<file path="src/csr_pkg.sv">
// Machine-mode CSR package
// Addresses, privilege levels, register layouts and port structs
package csr_pkg;

  typedef logic [31:0] csr_word_t;
  typedef logic [11:0] csr_addr_t;

  typedef enum logic [1:0] {
    U_MODE        = 2'd0,
    S_MODE        = 2'd1,
    RESERVED_MODE = 2'd2,
    M_MODE        = 2'd3
  } priv_level_t;

  typedef enum logic [1:0] {
    DIRECT   = 2'd0,
    VECTORED = 2'd1
  } mtvec_mode_t;

  // Machine trap setup and handling
  localparam csr_addr_t MSTATUS_ADDR       = 12'h300;
  localparam csr_addr_t MISA_ADDR          = 12'h301;
  localparam csr_addr_t MIE_ADDR           = 12'h304;
  localparam csr_addr_t MTVEC_ADDR         = 12'h305;
  localparam csr_addr_t MCOUNTEREN_ADDR    = 12'h306;
  localparam csr_addr_t MSTATUSH_ADDR      = 12'h310;
  localparam csr_addr_t MCOUNTINHIBIT_ADDR = 12'h320;
  localparam csr_addr_t MSCRATCH_ADDR      = 12'h340;
  localparam csr_addr_t MEPC_ADDR          = 12'h341;
  localparam csr_addr_t MCAUSE_ADDR        = 12'h342;
  localparam csr_addr_t MTVAL_ADDR         = 12'h343;
  localparam csr_addr_t MIP_ADDR           = 12'h344;
  // Counters, machine and user views
  localparam csr_addr_t MCYCLE_ADDR        = 12'hB00;
  localparam csr_addr_t MINSTRET_ADDR      = 12'hB02;
  localparam csr_addr_t MCYCLEH_ADDR       = 12'hB80;
  localparam csr_addr_t MINSTRETH_ADDR     = 12'hB82;
  localparam csr_addr_t CYCLE_ADDR         = 12'hC00;
  localparam csr_addr_t TIME_ADDR          = 12'hC01;
  localparam csr_addr_t INSTRET_ADDR       = 12'hC02;
  localparam csr_addr_t CYCLEH_ADDR        = 12'hC80;
  localparam csr_addr_t TIMEH_ADDR         = 12'hC81;
  localparam csr_addr_t INSTRETH_ADDR      = 12'hC82;
  // Machine information
  localparam csr_addr_t MVENDORID_ADDR     = 12'hF11;
  localparam csr_addr_t MARCHID_ADDR       = 12'hF12;
  localparam csr_addr_t MIMPID_ADDR        = 12'hF13;
  localparam csr_addr_t MHARTID_ADDR       = 12'hF14;
  localparam csr_addr_t MCONFIGPTR_ADDR    = 12'hF15;

  localparam csr_word_t HART_ID       = 32'h0000_0000;
  localparam csr_word_t MISA_VALUE    = 32'h4010_0100;  // RV32, I and U
  localparam csr_word_t MSTATUS_WMASK = 32'h0022_1888;  // mie, mpie, mpp, mprv, tw
  localparam csr_word_t IRQ_MASK      = 32'h0000_0888;  // msi, mti, mei

  typedef struct packed {
    logic [9:0]  reserved_31_22;  // sd and S-mode bits read zero
    logic        tw;
    logic [2:0]  reserved_20_18;
    logic        mprv;
    logic [3:0]  reserved_16_13;  // xs, fs
    priv_level_t mpp;
    logic [2:0]  reserved_10_8;   // vs, spp
    logic        mpie;
    logic [2:0]  reserved_6_4;
    logic        mie;
    logic [2:0]  reserved_2_0;
  } mstatus_t;

  typedef struct packed {
    logic [29:0] base;
    mtvec_mode_t mode;
  } mtvec_t;

  // Shared by mie and mip
  typedef struct packed {
    logic [19:0] reserved_31_12;
    logic        mei;
    logic [2:0]  reserved_10_8;
    logic        mti;
    logic [2:0]  reserved_6_4;
    logic        msi;
    logic [2:0]  reserved_2_0;
  } irq_bits_t;

  // Shared by mcounteren and mcountinhibit
  typedef struct packed {
    logic [28:0] reserved_31_3;
    logic        ir;
    logic        tm;
    logic        cy;
  } counter_en_t;

  typedef struct packed {
    csr_addr_t addr;
    logic      write;
    logic      set;
    logic      clear;
    logic      read_only;
    logic      valid_write;
    csr_word_t operand;
  } csr_req_t;

  typedef struct packed {
    logic mstatus;
    logic mtvec;
    logic mie;
    logic mip;
    logic mscratch;
    logic mepc;
    logic mcause;
    logic mtval;
    logic mcounteren;
    logic mcountinhibit;
    logic mcycle;
    logic mcycleh;
    logic minstret;
    logic minstreth;
  } csr_wsel_t;

  typedef struct packed {
    logic      mstatus_en;
    mstatus_t  mstatus;
    logic      mepc_en;
    csr_word_t mepc;
    logic      mcause_en;
    csr_word_t mcause;
    logic      mtval_en;
    csr_word_t mtval;
    logic      mip_en;
    irq_bits_t mip;
  } trap_inject_t;

  typedef struct packed {
    mstatus_t    mstatus;
    mtvec_t      mtvec;
    irq_bits_t   mie;
    irq_bits_t   mip;
    csr_word_t   mepc;
    csr_word_t   mcause;
    csr_word_t   mtval;
    csr_word_t   mscratch;
    counter_en_t mcounteren;
    counter_en_t mcountinhibit;
  } trap_state_t;

  typedef struct packed {
    logic [63:0] cycle;
    logic [63:0] instret;
  } counter_state_t;

endpackage

</file>
<file path="src/csr_access_check.sv">
// CSR access check
// Write value forms, privilege and read-only checks, write enable decode
module csr_access_check (
  input  csr_pkg::csr_req_t    csr_req,
  input  csr_pkg::priv_level_t priv,
  input  csr_pkg::csr_word_t   rdata,
  output csr_pkg::csr_word_t   wdata,
  output csr_pkg::csr_wsel_t   wsel,
  output logic                 priv_fault
);

  logic csr_op;
  logic ro_violation;
  logic level_violation;

  assign csr_op = csr_req.write | csr_req.set | csr_req.clear;

  // Write, set and clear forms against the current value
  always_comb begin
    if (csr_req.write) begin
      wdata = csr_req.operand;
    end else if (csr_req.set) begin
      wdata = csr_req.operand | rdata;
    end else if (csr_req.clear) begin
      wdata = ~csr_req.operand & rdata;
    end else begin
      wdata = csr_req.operand;
    end
  end

  assign ro_violation    = (csr_req.addr[11:10] == 2'b11) && !csr_req.read_only;
  assign level_violation = csr_req.addr[9:8] > priv;  // Not enough privilege
  assign priv_fault      = csr_op & (ro_violation | level_violation);

  // One-hot enables, only for legal writes
  always_comb begin
    wsel = '0;
    if (csr_req.valid_write && !priv_fault) begin
      case (csr_req.addr)
        csr_pkg::MSTATUS_ADDR:       wsel.mstatus       = 1'b1;
        csr_pkg::MTVEC_ADDR:         wsel.mtvec         = 1'b1;
        csr_pkg::MIE_ADDR:           wsel.mie           = 1'b1;
        csr_pkg::MIP_ADDR:           wsel.mip           = 1'b1;
        csr_pkg::MSCRATCH_ADDR:      wsel.mscratch      = 1'b1;
        csr_pkg::MEPC_ADDR:          wsel.mepc          = 1'b1;
        csr_pkg::MCAUSE_ADDR:        wsel.mcause        = 1'b1;
        csr_pkg::MTVAL_ADDR:         wsel.mtval         = 1'b1;
        csr_pkg::MCOUNTEREN_ADDR:    wsel.mcounteren    = 1'b1;
        csr_pkg::MCOUNTINHIBIT_ADDR: wsel.mcountinhibit = 1'b1;
        csr_pkg::MCYCLE_ADDR:        wsel.mcycle        = 1'b1;
        csr_pkg::MCYCLEH_ADDR:       wsel.mcycleh       = 1'b1;
        csr_pkg::MINSTRET_ADDR:      wsel.minstret      = 1'b1;
        csr_pkg::MINSTRETH_ADDR:     wsel.minstreth     = 1'b1;
        default:                     wsel               = '0;
      endcase
    end
  end

endmodule

</file>
<file path="src/csr_file_top.sv">
// Machine-mode CSR file top level
// Access check, trap register bank, counters and read mux
module csr_file_top (
  input  logic                  CLK,
  input  logic                  nRST,
  input  csr_pkg::csr_req_t     csr_req,
  input  csr_pkg::priv_level_t  priv,
  input  logic                  inst_ret,
  input  logic [63:0]           mtime,
  input  csr_pkg::trap_inject_t trap_inject,
  output csr_pkg::csr_word_t    rdata,
  output logic                  invalid_csr,
  output csr_pkg::trap_state_t  trap_state
);

  csr_pkg::csr_word_t      wdata;
  csr_pkg::csr_wsel_t      wsel;
  csr_pkg::counter_state_t counter_state;
  logic                    csr_op;
  logic                    priv_fault;
  logic                    addr_fault;

  assign csr_op      = csr_req.write | csr_req.set | csr_req.clear;
  assign invalid_csr = priv_fault | addr_fault;

  csr_access_check access_check0 (
    .csr_req    (csr_req),
    .priv       (priv),
    .rdata      (rdata),
    .wdata      (wdata),
    .wsel       (wsel),
    .priv_fault (priv_fault)
  );

  trap_csr_bank trap_bank0 (
    .CLK         (CLK),
    .nRST        (nRST),
    .wdata       (wdata),
    .wsel        (wsel),
    .trap_inject (trap_inject),
    .trap_state  (trap_state)
  );

  hpm_counters counters0 (
    .CLK           (CLK),
    .nRST          (nRST),
    .wdata         (wdata),
    .wsel          (wsel),
    .inhibit       (trap_state.mcountinhibit),
    .inst_ret      (inst_ret),
    .counter_state (counter_state)
  );

  csr_read_mux read_mux0 (
    .addr          (csr_req.addr),
    .csr_op        (csr_op),
    .priv          (priv),
    .trap_state    (trap_state),
    .counter_state (counter_state),
    .mtime         (mtime),
    .rdata         (rdata),
    .addr_fault    (addr_fault)
  );

endmodule

</file>
<file path="src/csr_read_mux.sv">
// CSR read data multiplexer
// User counter gating by mcounteren, unknown address detection
module csr_read_mux (
  input  csr_pkg::csr_addr_t      addr,
  input  logic                    csr_op,
  input  csr_pkg::priv_level_t    priv,
  input  csr_pkg::trap_state_t    trap_state,
  input  csr_pkg::counter_state_t counter_state,
  input  logic [63:0]             mtime,
  output csr_pkg::csr_word_t      rdata,
  output logic                    addr_fault
);

  logic user_mode;
  logic high_half;

  assign user_mode = (priv == csr_pkg::U_MODE);
  assign high_half = addr[7];  // 0xC8x and 0xB8x select bits 63:32

  always_comb begin
    rdata      = '0;
    addr_fault = 1'b0;
    case (addr)
      // Fixed information registers
      csr_pkg::MVENDORID_ADDR,
      csr_pkg::MARCHID_ADDR,
      csr_pkg::MIMPID_ADDR,
      csr_pkg::MCONFIGPTR_ADDR,
      csr_pkg::MSTATUSH_ADDR:      rdata = '0;
      csr_pkg::MHARTID_ADDR:       rdata = csr_pkg::HART_ID;
      csr_pkg::MISA_ADDR:          rdata = csr_pkg::MISA_VALUE;
      // Trap registers
      csr_pkg::MSTATUS_ADDR:       rdata = trap_state.mstatus;
      csr_pkg::MTVEC_ADDR:         rdata = trap_state.mtvec;
      csr_pkg::MIE_ADDR:           rdata = trap_state.mie;
      csr_pkg::MIP_ADDR:           rdata = trap_state.mip;
      csr_pkg::MSCRATCH_ADDR:      rdata = trap_state.mscratch;
      csr_pkg::MEPC_ADDR:          rdata = trap_state.mepc;
      csr_pkg::MCAUSE_ADDR:        rdata = trap_state.mcause;
      csr_pkg::MTVAL_ADDR:         rdata = trap_state.mtval;
      csr_pkg::MCOUNTEREN_ADDR:    rdata = trap_state.mcounteren;
      csr_pkg::MCOUNTINHIBIT_ADDR: rdata = trap_state.mcountinhibit;
      // Machine counter views
      csr_pkg::MCYCLE_ADDR,
      csr_pkg::MCYCLEH_ADDR: begin
        rdata = high_half ? counter_state.cycle[63:32] : counter_state.cycle[31:0];
      end
      csr_pkg::MINSTRET_ADDR,
      csr_pkg::MINSTRETH_ADDR: begin
        rdata = high_half ? counter_state.instret[63:32] : counter_state.instret[31:0];
      end
      // User aliases, gated in U mode
      csr_pkg::CYCLE_ADDR,
      csr_pkg::CYCLEH_ADDR: begin
        if (user_mode && !trap_state.mcounteren.cy) begin
          addr_fault = 1'b1;
        end else begin
          rdata = high_half ? counter_state.cycle[63:32] : counter_state.cycle[31:0];
        end
      end
      csr_pkg::TIME_ADDR,
      csr_pkg::TIMEH_ADDR: begin
        if (user_mode && !trap_state.mcounteren.tm) begin
          addr_fault = 1'b1;
        end else begin
          rdata = high_half ? mtime[63:32] : mtime[31:0];
        end
      end
      csr_pkg::INSTRET_ADDR,
      csr_pkg::INSTRETH_ADDR: begin
        if (user_mode && !trap_state.mcounteren.ir) begin
          addr_fault = 1'b1;
        end else begin
          rdata = high_half ? counter_state.instret[63:32] : counter_state.instret[31:0];
        end
      end
      default: addr_fault = csr_op;  // No such CSR
    endcase
  end

endmodule

</file>
<file path="src/hpm_counters.sv">
// 64-bit cycle and instret counters
// Increment with inhibit, software writes per 32-bit half
module hpm_counters (
  input  logic                    CLK,
  input  logic                    nRST,
  input  csr_pkg::csr_word_t      wdata,
  input  csr_pkg::csr_wsel_t      wsel,
  input  csr_pkg::counter_en_t    inhibit,
  input  logic                    inst_ret,
  output csr_pkg::counter_state_t counter_state
);

  csr_pkg::counter_state_t counter_d;

  // A written half replaces the increment for that cycle
  function automatic logic [63:0] next_count(
    input logic [63:0]        count,
    input logic               step,
    input logic               lo_we,
    input logic               hi_we,
    input csr_pkg::csr_word_t value
  );
    logic [63:0] result;
    result = count + 64'(step);
    if (lo_we) begin
      result = {count[63:32], value};
    end
    if (hi_we) begin
      result = {value, count[31:0]};
    end
    return result;
  endfunction

  always_comb begin
    counter_d.cycle   = next_count(counter_state.cycle, ~inhibit.cy,
                                   wsel.mcycle, wsel.mcycleh, wdata);
    counter_d.instret = next_count(counter_state.instret, ~inhibit.ir & inst_ret,
                                   wsel.minstret, wsel.minstreth, wdata);
  end

  always_ff @(posedge CLK, negedge nRST) begin
    if (!nRST) begin
      counter_state <= '0;
    end else begin
      counter_state <= counter_d;
    end
  end

endmodule

</file>
<file path="src/trap_csr_bank.sv">
// Trap and counter-control CSR registers
// WARL legalization of software writes, trap injection override
module trap_csr_bank (
  input  logic                  CLK,
  input  logic                  nRST,
  input  csr_pkg::csr_word_t    wdata,
  input  csr_pkg::csr_wsel_t    wsel,
  input  csr_pkg::trap_inject_t trap_inject,
  output csr_pkg::trap_state_t  trap_state
);

  csr_pkg::trap_state_t state_d;

  always_comb begin
    state_d = trap_state;

    // Software writes
    if (wsel.mstatus) begin
      state_d.mstatus      = '0;
      state_d.mstatus.mie  = wdata[3];
      state_d.mstatus.mpie = wdata[7];
      state_d.mstatus.mprv = wdata[17];
      state_d.mstatus.tw   = wdata[21];
      // Only U and M exist, S and reserved fall back to U
      state_d.mstatus.mpp  = (wdata[12:11] == 2'b11) ? csr_pkg::M_MODE : csr_pkg::U_MODE;
    end

    if (wsel.mtvec) begin
      state_d.mtvec.base = wdata[31:2];
      if (wdata[1:0] > 2'b01) begin
        state_d.mtvec.mode = csr_pkg::DIRECT;
      end else begin
        state_d.mtvec.mode = csr_pkg::mtvec_mode_t'(wdata[1:0]);
      end
    end

    if (wsel.mie) begin
      state_d.mie = csr_pkg::irq_bits_t'(wdata & csr_pkg::IRQ_MASK);
    end
    if (wsel.mip) begin
      state_d.mip = csr_pkg::irq_bits_t'(wdata & csr_pkg::IRQ_MASK);
    end
    if (wsel.mscratch) begin
      state_d.mscratch = wdata;
    end
    if (wsel.mepc) begin
      state_d.mepc = wdata;
    end
    if (wsel.mcause) begin
      state_d.mcause = wdata;
    end
    if (wsel.mtval) begin
      state_d.mtval = wdata;
    end
    if (wsel.mcounteren) begin
      state_d.mcounteren = csr_pkg::counter_en_t'(wdata);
    end
    if (wsel.mcountinhibit) begin
      state_d.mcountinhibit = csr_pkg::counter_en_t'(wdata);
    end

    // Trap entry and return take priority over software
    if (trap_inject.mstatus_en) begin
      state_d.mstatus = csr_pkg::mstatus_t'(trap_inject.mstatus & csr_pkg::MSTATUS_WMASK);
    end
    if (trap_inject.mepc_en) begin
      state_d.mepc = trap_inject.mepc;
    end
    if (trap_inject.mcause_en) begin
      state_d.mcause = trap_inject.mcause;
    end
    if (trap_inject.mtval_en) begin
      state_d.mtval = trap_inject.mtval;
    end
    if (trap_inject.mip_en) begin
      state_d.mip = csr_pkg::irq_bits_t'(trap_inject.mip & csr_pkg::IRQ_MASK);
    end
  end

  always_ff @(posedge CLK, negedge nRST) begin
    if (!nRST) begin
      trap_state <= '0;                  // mpp resets to U
      trap_state.mstatus.tw <= 1'b1;
      trap_state.mcounteren <= '1;       // All counters visible to U
    end else begin
      trap_state <= state_d;
    end
  end

endmodule
</file>
<file path="config.mk">
export PLATFORM = sky130hd
export DESIGN_NAME = csr_file_top
export DESIGN_NICKNAME = d
export VERILOG_FILES = /design/src/csr_pkg.sv /design/src/csr_access_check.sv /design/src/csr_file_top.sv /design/src/csr_read_mux.sv /design/src/hpm_counters.sv /design/src/trap_csr_bank.sv
export SDC_FILE = /design/constraint.sdc
export NUM_CORES = 1
export LEC_CHECK = 0
export BUFFER_PORTS_ARGS = -buffer_cell sky130_fd_sc_hd__buf_2
export CELL_PAD_IN_SITES_DETAIL_PLACEMENT = 1
export CELL_PAD_IN_SITES_GLOBAL_PLACEMENT = 2
export CORE_MARGIN = 2
export CORE_UTILIZATION = 34
export DETAILED_ROUTE_END_ITERATION = 7
export PLACE_DENSITY_LB_ADDON = 0.1
export SETUP_SLACK_MARGIN = 0.15
export SLEW_MARGIN = 20
export SYNTH_ARGS = -nofsm -noshare
export SYNTH_HDL_FRONTEND = slang
export SYNTH_SLANG_ARGS = --single-unit
</file>
<file path="constraint.sdc">
create_clock -name CLK -period 4.5 [get_ports CLK]
set_input_delay 0 -clock CLK [delete_from_list [all_inputs] [get_ports CLK]]
set_output_delay 0 -clock CLK [all_outputs]
set_load 0.01 [all_outputs]
</file>
# After elaboration in Yosys (flattened, before gate mapping)
# Index checks and enable logic that the tools add are counted.
# classes
addsub	2
mul	0
div	0
n_lt_le_gt_ge	2
eq_ne	31
shifts	0
muxes	45
bitwise_logic	11
n_reduce_logical	22
# op_table
operator	count
32-bit two-way mux	19
32-bit one-hot mux with 16 select lines	1
64-bit two-way mux	4
12-bit equality test, second input constant	15
12-bit by 10-bit equality test with 1-bit output, second input constant	12
64-bit by 1-bit adder with 64-bit output	2
32-bit AND	1
32-bit NOT	1
32-bit OR	1
21-bit OR reduction	1
1-bit two-way mux	17
14-bit two-way mux	1
2-bit nonzero test	5
2-bit OR reduction	5
1-bit logical AND	5
1-bit logical NOT	5
2-bit equality test, second input constant	2
2-bit two-way mux	2
2-bit != test, second input constant	2
1-bit OR	4
1-bit one-hot mux with 4 select lines	1
1-bit AND	2
2-bit by 1-bit greater-than comparator with 1-bit output, second input constant	1
2-bit greater-than comparator	1
2 further kinds	3
# totals
ff_bits	419
latchBits	0
ramBits	0
mem_bits_ro	0
input_bits	283
output_inout_bits	353
mem_count	0

# Logic depth before layout (Yosys ltp)
# Gate-level depths: netlist of the first run.
# logic_depth
depth_word	12
depth_mapped	12
mapped_depth_nobuf	10

# By module
# Synthesis of the first run repeated with hierarchy kept, for this count alone.
# hier_totals
cells_unflattened	2550
area_unflattened_um2	24244.5
# modules_own_cells
mod	n_inst	cells_each	area_each_um2	seq_area_each_um2
trap_csr_bank	1	824	10968.0	5947.0
hpm_counters	1	978	8076.5	3203.1
csr_read_mux	1	593	4428.0	0.0
csr_access_check	1	153	759.5	0.0
csr_file_top	1	2	12.5	0.0

# Worst setup path before layout of the first run
# No wires, ideal clock.
# synth_path
path_kind	register to register
from	register trap_bank0.trap_state[2] (netlist name)
to	register counters0.counter_state[51] (netlist name)
t_arrival_ps	2363
t_required_ps	4357
setup_slack_ps	1994
path_stages_with_launch	10
path_buffers	0
synth_period_minus_slack_ps	2506
cell_sequence	dfrtp_1 -> nor2b_1 -> ha_1 -> nand3_1 -> nor3_1 -> nand4_1 -> nor3_2 -> nand4_1 -> xor2_1 -> mux2i_1
# synth_between
elab_chain_len	5
# synth_rtl
item	line	source
1-bit NOT	hpm_counters.sv:37	counter_d.instret = next_count(counter_state.instret, ~inhibit.ir & inst_ret,
1-bit AND	hpm_counters.sv:37	
64-bit by 1-bit adder with 64-bit output	hpm_counters.sv:24	result = count + 64'(step);
64-bit two-way mux	hpm_counters.sv:25	if (lo_we) begin
64-bit two-way mux	hpm_counters.sv:28	if (hi_we) begin
# Every way passes these cells. The select of a mux whose other input is x is not followed.
# A chain may end at the register's enable or synchronous reset.

# Final worst setup path of the first run
# layout_path
from	register trap_bank0.trap_state[33] (netlist name)
to	register trap_bank0.trap_state[151] (netlist name)
# layout_between
elab_chain_len	10
word_cells_on_any_way	11
# layout_rtl
item	line	source
1-bit logical NOT *	csr_read_mux.sv:63	if (user_mode && !trap_state.mcounteren.tm) begin
1-bit logical AND *	csr_read_mux.sv:63	
32-bit two-way mux *	csr_read_mux.sv:63	
32-bit one-hot mux with 16 select lines *	csr_read_mux.sv:23	case (addr)
32-bit AND	csr_access_check.sv:25	wdata = ~csr_req.operand & rdata;
32-bit two-way mux	csr_access_check.sv:24	end else if (csr_req.clear) begin
32-bit two-way mux *	csr_access_check.sv:22	end else if (csr_req.set) begin
32-bit two-way mux *	csr_access_check.sv:20	if (csr_req.write) begin
32-bit two-way mux *	trap_csr_bank.sv:49	if (wsel.mcause) begin
32-bit two-way mux *	trap_csr_bank.sv:69	if (trap_inject.mcause_en) begin
# Mark *: on every way between the ends. The rest lies on a longest branch, timed or not. The select of a mux whose other input is x is not followed.

==> summary.md, run 1 <==
| Metric | Value |
|---|---|
| Via/cell ratio | `approximately 6` |
| Unrepaired setup endpoints after global routing | `no` |
| First-pass iteration count of the detailed router | `6` |
| Post-synthesis instance total | `~2500` |
| Cell Count Post-Placement | `3748` |
| Cell taking the most area after synthesis | `sky130_fd_sc_hd__dfrtp_1` |
| Failing checks | `hold timing` |
| Final cycle utilization of the critical path | `approximately nine tenths` |
| Tightest slew margin relative to the limit | `19.90%` |
| Buffer cell driving the clock tree root | `sky130_fd_sc_hd__clkbuf_16` |
| Total grt overflow | `0` |
| Endpoint type of the worst setup path | `flip-flop` |
| P_leak | `13.46 nW` |
| Die area | `approximately 0.068 mm^2` |
| Clock tree from TritonCTS | `built` |
| Hold Worst Slack | `-41.71 ps` |
| PnR Total Power | `~9.0 mW` |
| Worst-margin pin slew | `1202 ps` |
| Count of state elements after synthesis | `~360` |
| Dominant register cell in the synthesized netlist | `sky130_fd_sc_hd__dfrtp_1` |
| Power Dens Cells | `approximately 300 mW/mm^2` |
| Largest net degree at the start of global routing | `between 100 and 150` |
| Top cells by count, synth | `331 x sky130_fd_sc_hd__dfrtp_1, 244 x sky130_fd_sc_hd__nand2_1, 178 x sky130_fd_sc_hd__nor2_1` |
| Count of buffering cells on the critical path with inverters included | `3` |
| Worst vdd ir | `between 200 and 300 uV` |
| Half-perimeter wire length after detailed placement | `about 95000 um` |
| CP Capture Point | `trap_bank0.trap_state[151]$_DFFE_PN0P_` |
| Count of cell types in the netlist | `97` |
| Crit Path Class | `flip-flop to flip-flop` |
| Residual antenna-violating net count after detailed routing | `0` |
| Number of non-filler instances in the completed layout | `about 4000` |
| Fraction of synthesis flops using an asynchronous set or reset pin | `100.0%` |
| Combined flip-flop and latch cell area | `approximately 0.0092 mm^2` |
| Cell with the most instances after synthesis | `sky130_fd_sc_hd__dfrtp_1` |
| Area fraction of the dominant cell type after synthesis | `approximately 37%` |
| Cell Rows | `94` |
| Crit path depth | `10` |
| Area of the core region | `about 0.066 mm^2` |
| Count of final max-slew check failures | `0` |
| Top-level I/O count | `636` |
| Clock Pin Slew Worst Setup and Hold Paths | `60 ps` |
| Max Clk Rate | `249.3 MHz` |
| Net total in the final layout | `roughly 3400` |
| Syn Std Cell Area | `approximately 0.022 mm^2` |
| H-tree depth | `2` |
| Final hold violations | `11` |
| EDFF count, synth | `0` |
| Final clock skew | `between 20 and 25 ps` |
| Path depth of the worst reg2reg path | `10` |
| Number of buffers added by the clock tree synthesis step | `47` |
| Wire length of the first global-routing pass | `between 150000 and 200000 um` |
| Aggregate global-route resource usage | `a little over a third` |
| Total of max-cap violations | `0` |
| First element of the critical path | `trap_bank0.trap_state[33]$_DFFE_PN1P_` |
| Share of post-route cells with drive strength above 1 | `approximately 26%` |
| Sink Count | `364` |
| Worst hold path type | `input pin to async pin` |
| Initial antenna violation count | `6` |
| Syn avg cell area | `around 9.1 um^2` |
| Routed length per placed instance | `approximately 31 um` |
| Endpoints failing setup | `0` |
| CP top delay family | `compound AO/OA/AOI/OAI gates` |
| Largest fanout on the critical path | `19` |
| I/O Buffers | `between 400 and 500` |
| Most frequent cell on the critical path | `sky130_fd_sc_hd__buf_4` |
| Top post-synthesis cells by area | `sky130_fd_sc_hd__dfrtp_1 37%, sky130_fd_sc_hd__mux2i_1 5.2%, sky130_fd_sc_hd__nand2_1 4.1%` |
| Effective utilization at floorplan | `approximately a third` |
| Layout fillers | `7709` |
| Source-to-sink clock delay at the later pin of the worst-skew pair | `610 ps` |
| Multi-input gate area | `roughly 0.012 mm^2` |
| Crit-path slowest cell | `sky130_fd_sc_hd__dlygate4sd3_1` |
| Remaining DRCs | `0` |
| Final setup TNS | `0 ps` |
| Setup slack of the worst register-to-register path | `just under 500 ps` |
| Number of global-route vias before repair | `roughly 24000` |
| Die width | `roughly 260 um` |
| Launching point of the worst reg2reg path | `trap_bank0.trap_state[33]$_DFFE_PN1P_` |
| Launching element type of the critical path | `flip-flop` |
| Cell chain of the critical path | `or3_1 > nand4_1 > buf_4 > o22ai_1 > a211oi_1 > o21ai_1 > a22oi_1 > buf_4 > o21ai_0 > dlygate4sd3_1` |
| Area grow syn2layout | `30.79%` |
| Maximum cell stage delay along the critical path | `590 ps` |
| GPL Wtd Cong | `between 0.9 and 1` |
| YS warnings | `0` |
| Max clock buf depth | `3` |
| Minimum clock period after layout | `4012 ps` |
| Part of the Yosys area used for sequential elements | `around two fifths` |
| Die Ht | `between 200 and 300 um` |
| Final wirelength | `~130000 um` |
| Req. time, crit path | `~5000 ps` |
| Run status | `finished, violations left` |
| Total vias in the final route | `roughly 24000` |
| Crit Reg-Reg Endpoint | `trap_bank0.trap_state[151]$_DFFE_PN0P_` |
| First DRT Iteration DRCs | `about 2000` |
| Data arrival, critical path | `around 4500 ps` |
==> through the flow <==
| step | util [%] | hold WS (ps) | setup slack [ps] | area, um^2 |
|---|---|---|---|---|
| finish | 44.71 | -41.71 | 488.2 | 29290 |
| global route | 44.70 | 12.24 | 379.2 | 29280 |
| CTS | 44.70 | 3.017 | 565.9 | 29280 |
| detailed placement | 39.37 | 30.61 | 849.6 | 25790 |
| global placement | 39.37 | 53.35 | 811.7 | 25790 |
| floorplan | - | -295.6 | 1994 | 22700 |
==> flip-flops by register name, indices dropped and copies added, names as in the netlist <==
register / count
counters0.counter_state: 128
trap_bank0.trap_state: 236
==> area by class of cell <==
type,count,share of cell area (%)
multi-input cells,1885,41.15
flip-flops and latches,364,31.24
repair buffers,813,18.52
clock buffers,70,4.584
well taps,864,3.691
clock inverters,18,0.5298
inverters,21,0.2692
diodes,2,0.01709
==> power by group <==
part | switching [mW] | total (mW) | internal [mW] | leakage [nW]
clock | 1.65 | 3.78 | 2.13 | 0.743
combinational | 0.915 | 1.53 | 0.617 | 8.07
sequential | 0.209 | 3.64 | 3.43 | 4.65
==> metal layers <==
metal	up-vias	share of wire (%)	wire length (um)	global-route usage (%)
met3	230	7.3	9276	7.323
met4	2	4.2	5359	14.21
met2	996	48	60120	60.57
met5	-	0.010	13	0
met1	12240	41	51600	46.98
li1	10210	-	-	-
==> worst reg2reg max path, stage by stage (launching register included) <==
cell and delay (ps):
sky130_fd_sc_hd__dfstp_2 400, sky130_fd_sc_hd__or3_1 390, sky130_fd_sc_hd__nand4_1 280, sky130_fd_sc_hd__buf_4 430, sky130_fd_sc_hd__o22ai_1 250, sky130_fd_sc_hd__a211oi_1 540
sky130_fd_sc_hd__o21ai_1 330, sky130_fd_sc_hd__a22oi_1 250, sky130_fd_sc_hd__buf_4 310, sky130_fd_sc_hd__o21ai_0 140, sky130_fd_sc_hd__dlygate4sd3_1 590
==> kinds of logic after synthesis <==
| family | share of synthesized area (%) |
|---|---|
| xor gates and xnor gates | 4.342 |
| DFF | 40.86 |
| muxes | 7.996 |
| and+or+nand+nor | 20.12 |
| other | 0.01675 |
| buffers and inverters | 7.018 |
| adders and majority gates | 0.3353 |
| AOI/OAI and AO/OA | 19.31 |
==> layout by cell type, fill, tap and decap left out, types with 18 or more instances in the layout <==
cell / instances
sky130_fd_sc_hd__mux2i_1: 117
sky130_fd_sc_hd__buf_2: 494
sky130_fd_sc_hd__o21ai_1: 90
sky130_fd_sc_hd__nand4_1: 55
sky130_fd_sc_hd__nand3_1: 83
sky130_fd_sc_hd__buf_4: 115
sky130_fd_sc_hd__a21o_1: 23
sky130_fd_sc_hd__dfrtp_1: 331
sky130_fd_sc_hd__a21oi_1: 136
sky130_fd_sc_hd__a22o_1: 21
sky130_fd_sc_hd__nor2_1: 177
sky130_fd_sc_hd__a22oi_1: 44
sky130_fd_sc_hd__nor3_1: 56
sky130_fd_sc_hd__xnor2_1: 54
sky130_fd_sc_hd__a221oi_1: 29
sky130_fd_sc_hd__dlygate4sd3_1: 199
sky130_fd_sc_hd__nor4_1: 25
sky130_fd_sc_hd__nand2_1: 241
sky130_fd_sc_hd__mux2_2: 29
sky130_fd_sc_hd__and3_1: 42
sky130_fd_sc_hd__clkbuf_16: 47
sky130_fd_sc_hd__o21ai_0: 157
sky130_fd_sc_hd__conb_1: 84
sky130_fd_sc_hd__nor3b_1: 67
sky130_fd_sc_hd__xor2_1: 57
sky130_fd_sc_hd__inv_1: 21
sky130_fd_sc_hd__dfstp_2: 33
sky130_fd_sc_hd__and4_1: 18
==> worst min-delay path by stage <==
stage | start | endpoint | slack (ps) | cells past startpoint
after floorplan | nRST | counters0.counter_state[0]$_DFFE_PN0N_ | -300 | 0
after global placement | nRST | counters0.counter_state[71]$_DFFE_PN0N_ | 50 | 1
after detailed placement | nRST | counters0.counter_state[66]$_DFFE_PN0N_ | 30 | 1
after CTS | csr_req[30] | trap_bank0.trap_state[30]$_DFFE_PN0P_ | 3 | 4
after global routing | nRST | counters0.counter_state[66]$_DFFE_PN0N_ | 10 | 2
final | nRST | counters0.counter_state[66]$_DFFE_PN0N_ | -40 | 2
==> timing repair <==
action	in CTS	in global routing
setup buffers	0	0
gates resized for setup	0	0
endpoints found under the hold margin	306	0
hold buffers	199	0
No activity file was read; power rests on OpenSTA's default activity.
==> run 2: changes to the inputs <==
--- a/config.mk
+++ b/config.mk
@@ -5,11 +5,12 @@
 export SDC_FILE = /design/constraint.sdc
 export NUM_CORES = 1
 export LEC_CHECK = 0
+export ABC_AREA = 1
 export BUFFER_PORTS_ARGS = -buffer_cell sky130_fd_sc_hd__buf_2
 export CELL_PAD_IN_SITES_DETAIL_PLACEMENT = 1
 export CELL_PAD_IN_SITES_GLOBAL_PLACEMENT = 2
 export CORE_MARGIN = 2
-export CORE_UTILIZATION = 34
+export CORE_UTILIZATION = 31
 export DETAILED_ROUTE_END_ITERATION = 7
 export PLACE_DENSITY_LB_ADDON = 0.1
 export SETUP_SLACK_MARGIN = 0.15
==> run 2 against run 1 <==
  * The flow now finishes without violations
  * Non-clock buffer count decreased by 75
  * Area after synthesis increased by 15%
  * Global-route usage increased by 0.95 points
  * Synthesized cell count increased by 59%
  * Clock skew decreased by 3.2 ps
  * Critical path type unchanged
  * Largest cell class unchanged
  * Utilization decreased by 5.3 points
  * Cell count increased by 40%
  * Via count increased by 28%
  * Power increased by 5.9%
  * First-iteration DRC count increased by 17%
  * Design area increased by 10%
==> summary.md, run 2 <==
| Metric | Value |
|---|---|
| Run status | `complete, no violations` |
| Most flop-heavy register | `trap_bank0.trap_state` |
| Post-CTS setup buffer count | `0 (unchanged)` |
| Worst slack at placement | `1226 ps (+376.6 ps)` |
| GPL Wtd Cong | `1.029 (+9.0%)` |
| Syn avg cell area | `6.525 um^2 (-28%)` |
| Final wirelength | `163300 um (+29%)` |
| First-pass iteration count of the detailed router | `5 (-1)` |
| Half-perimeter wire length after detailed placement | `128300 um (+35%)` |
| Worst setup slack after layout | `910.9 ps (+422.7 ps)` |
| H-tree depth | `2 (unchanged)` |
| Maximum cell stage delay along the critical path | `570 ps (-20 ps)` |
| Cell Rows | `105 (+12%)` |
| Final hold violations | `0 (-11)` |
| Sink Count | `364 (unchanged)` |
| Total grt overflow | `0 (unchanged)` |
| Power Dens Cells | `293.5 mW/mm^2 (-4.0%)` |
| Hold buffers post-CTS | `170 (-15%)` |
| Part of the Yosys area used for sequential elements | `35.67% (-5.2 points)` |
| Dominant register cell in the synthesized netlist | `sky130_fd_sc_hd__dfrtp_1` |
| Worst hold path type | `input pin to async pin` |
| Source-to-sink clock delay at the later pin of the worst-skew pair | `630 ps (+20 ps)` |
| Remaining DRCs | `0 (unchanged)` |
| Commonest non-fill, non-tap cell in the layout | `sky130_fd_sc_hd__nand2_1` |
| Die area | `0.08507 mm^2 (+25%)` |
| First element of the critical path | `trap_bank0.trap_state[34]$_DFFE_PN1P_` |
| Top post-synthesis cells by area | `sky130_fd_sc_hd__dfrtp_1 32%, sky130_fd_sc_hd__nand2_1 23%, sky130_fd_sc_hd__nand3_1 6.6%` |
| EDFF count, synth | `0 (unchanged)` |
| Utilization after layout | `39.40% (-5.3 points)` |
| Worst-margin pin slew | `1107 ps (-94.51 ps)` |
| Minimum clock period after layout | `3589 ps (-422.7 ps)` |
| Top-level I/O count | `636 (unchanged)` |
| Count of final max-slew check failures | `0 (unchanged)` |
| Wire length of the first global-routing pass | `228900 um (+28%)` |
| P_leak | `17.00 nW (+26%)` |
| Data arrival, critical path | `4140 ps (-370 ps)` |
| Total of max-cap violations | `0 (unchanged)` |
| Area of the core region | `0.08198 mm^2 (+25%)` |
| Multi-input gate area | `0.01391 mm^2 (+15%)` |
| Number of non-filler instances in the completed layout | `5671 (+40%)` |
| Number of global-route vias before repair | `30440 (+25%)` |
| Hold Worst Slack | `17.27 ps (+58.98 ps)` |
| Routed length per placed instance | `28.79 um (-8.0%)` |
| First DRT Iteration DRCs | `2366 (+17%)` |
| Net total in the final layout | `4849 (+42%)` |
| YS warnings | `0 (unchanged)` |
| Count of cell types in the netlist | `56 (-42%)` |
| Clock Pin Slew Worst Setup and Hold Paths | `60 ps (about the same)` |
| Crit-path slowest cell | `sky130_fd_sc_hd__dfstp_2` |
| Initial antenna violation count | `7 (+1)` |
| Post-synthesis instance total | `3932 (+59%)` |
| Aggregate global-route resource usage | `37.54% (+0.95 points)` |
| Cell taking the most area after synthesis | `sky130_fd_sc_hd__dfrtp_1` |
| Layout fillers | `10740 (+39%)` |
| Cell with the most instances after synthesis | `sky130_fd_sc_hd__nand2_1` |
| Syn Std Cell Area | `0.02565 mm^2 (+15%)` |
| Req. time, crit path | `5050 ps (+60 ps)` |
| Cell chain of the critical path | `inv_1 > nand2_1 > nand3_1 > nand2_2 > inv_2 > nor2_1 > nor2_1 > nand3_2 > nand2_1 > nand2_2 > nand3_1 > nand2_1 > dlygate4sd3_1` |
| Largest fanout on the critical path | `14 (-5)` |
| Placement Cell Area | `0.02897 mm^2 (+12%)` |
| Launching element type of the critical path | `flip-flop` |
| Final setup TNS | `0 ps (unchanged)` |
| Largest registers | `trap_bank0.trap_state (236), counters0.counter_state (128)` |
| Flip-flop count of the largest register after layout | `236 (unchanged)` |
| Share of post-route cells with drive strength above 1 | `17.59% (-8.3 points)` |
| Total vias in the final route | `30200 (+28%)` |
| Launching point of the worst reg2reg path | `trap_bank0.trap_state[34]$_DFFE_PN1P_` |
| Effective utilization at floorplan | `31.29% (-2.9 points)` |
| Via/cell ratio | `5.325 (-9.2%)` |
| CP top delay family | `simple AND/OR/NAND/NOR gates` |
| Final cycle utilization of the critical path | `79.76% (-9.4 points)` |
| Final clock skew | `19.11 ps (-3.155 ps)` |
| Top cells by count, synth | `1581 x sky130_fd_sc_hd__nand2_1, 346 x sky130_fd_sc_hd__inv_1, 337 x sky130_fd_sc_hd__nand3_1` |
| Combined flip-flop and latch cell area | `0.009150 mm^2 (unchanged)` |
| PnR Total Power | `9.480 mW (+5.9%)` |
| Count of buffering cells on the critical path with inverters included | `3 (unchanged)` |
| Area grow syn2layout | `25.91%` |
| Cell Count Post-Placement | `5411 (+44%)` |
| Die width | `291.7 um (+12%)` |
| Worst vdd ir | `239.9 uV (-4.6%)` |
| Commonest cells after routing, fill and taps aside | `1581 x sky130_fd_sc_hd__nand2_1, 494 x sky130_fd_sc_hd__buf_2, 346 x sky130_fd_sc_hd__inv_1, 337 x sky130_fd_sc_hd__nand3_1, 331 x sky130_fd_sc_hd__dfrtp_1` |
| Count of state elements after synthesis | `364 (unchanged)` |
| Fraction of synthesis flops using an asynchronous set or reset pin | `100.0% (unchanged)` |
| Post-Layout Inst Area | `0.03230 mm^2 (+10%)` |
| Clock tree from TritonCTS | `built` |
| Crit Path Class | `flip-flop to flip-flop` |
| Area fraction of the dominant cell type after synthesis | `32.29% (-4.7 points)` |
| Residual antenna-violating net count after detailed routing | `0 (unchanged)` |
| Tightest slew margin relative to the limit | `25.63% (+5.7 points)` |
| Most frequent cell on the critical path | `sky130_fd_sc_hd__nand2_1` |
| Max clock buf depth | `3 (unchanged)` |
| Die Ht | `291.7 um (+12%)` |
| Largest net degree at the start of global routing | `99 (-27%)` |
| Buffer cell driving the clock tree root | `sky130_fd_sc_hd__clkbuf_16` |
| Unrepaired setup endpoints after global routing | `no` |
| Endpoints failing setup | `0 (unchanged)` |
| # resized after CTS | `0 (unchanged)` |
| Number of buffers added by the clock tree synthesis step | `47 (unchanged)` |
| Max Clk Rate | `278.6 MHz (+12%)` |
| I/O Buffers | `496 (unchanged)` |
| Endpoint type of the worst setup path | `flip-flop` |
==> run 2: final timing paths <==
kind	to	slack [ps]	cells after the start
hold reg to reg	trap_bank0.trap_state[61]$_DFFE_PN1P_	480	2
hold / removal	counters0.counter_state[80]$_DFFE_PN0N_	20	2
setup / recovery	trap_bank0.trap_state[299]$_DFFE_PN0P_	910	13
min in group CLK	counters0.counter_state[2]$_DFFE_PN0N_	40	6
max in group asynchronous	trap_bank0.trap_state[174]$_DFFE_PN0P_	3320	3
setup reg to reg	trap_bank0.trap_state[299]$_DFFE_PN0P_	910	13
==> run 2: layout make-up <==
| class | count | area share [%] |
|---|---|---|
| repair buffers | 738 | 14.90 |
| clock inverters | 12 | 0.6856 |
| flip-flops and latches | 364 | 28.33 |
| clock buffers | 75 | 4.338 |
| inverters | 385 | 4.517 |
| well taps | 1070 | 4.145 |
| multi-input cells | 3024 | 43.07 |
| diodes | 3 | 0.02324 |
==> run 2: worst register-to-register path, delay by kind of cell, from the launching register on <==
kind / cells / cell delay [ps]
and+or+nand+nor: 10 / 2160
DFF: 1 / 570
buffers and inverters: 3 / 780
==> run 2: layer usage <==
metal	track usage, %	vias up	routed length, um
li1	-	13580	-
met1	48.00	15160	68250
met2	62.01	1183	75850
met3	6.417	271	10840
met4	16.82	6	8297
met5	0	-	37
==> run 2: cell families (layout without fill, tap and decap cells) <==
family | after synthesis | in the layout | synth area share (%)
xor+xnor | 65 | 65 | 2.219
other cells | 1 | 87 | 0.01462
compound gates | 329 | 329 | 8.023
buf+inv | 627 | 1210 | 11.38
simple gates | 2528 | 2528 | 41.93
mux | 12 | 12 | 0.4682
fa+ha+maj | 6 | 6 | 0.2926
flops | 364 | 364 | 35.67
==> run 2: power breakdown <==
part           total, mW  internal (mW)  switching (mW)
registers           3.72           3.45           0.275
logic               1.62          0.553            1.06
clock network       4.14           2.43            1.71
total               9.48           6.43            3.05
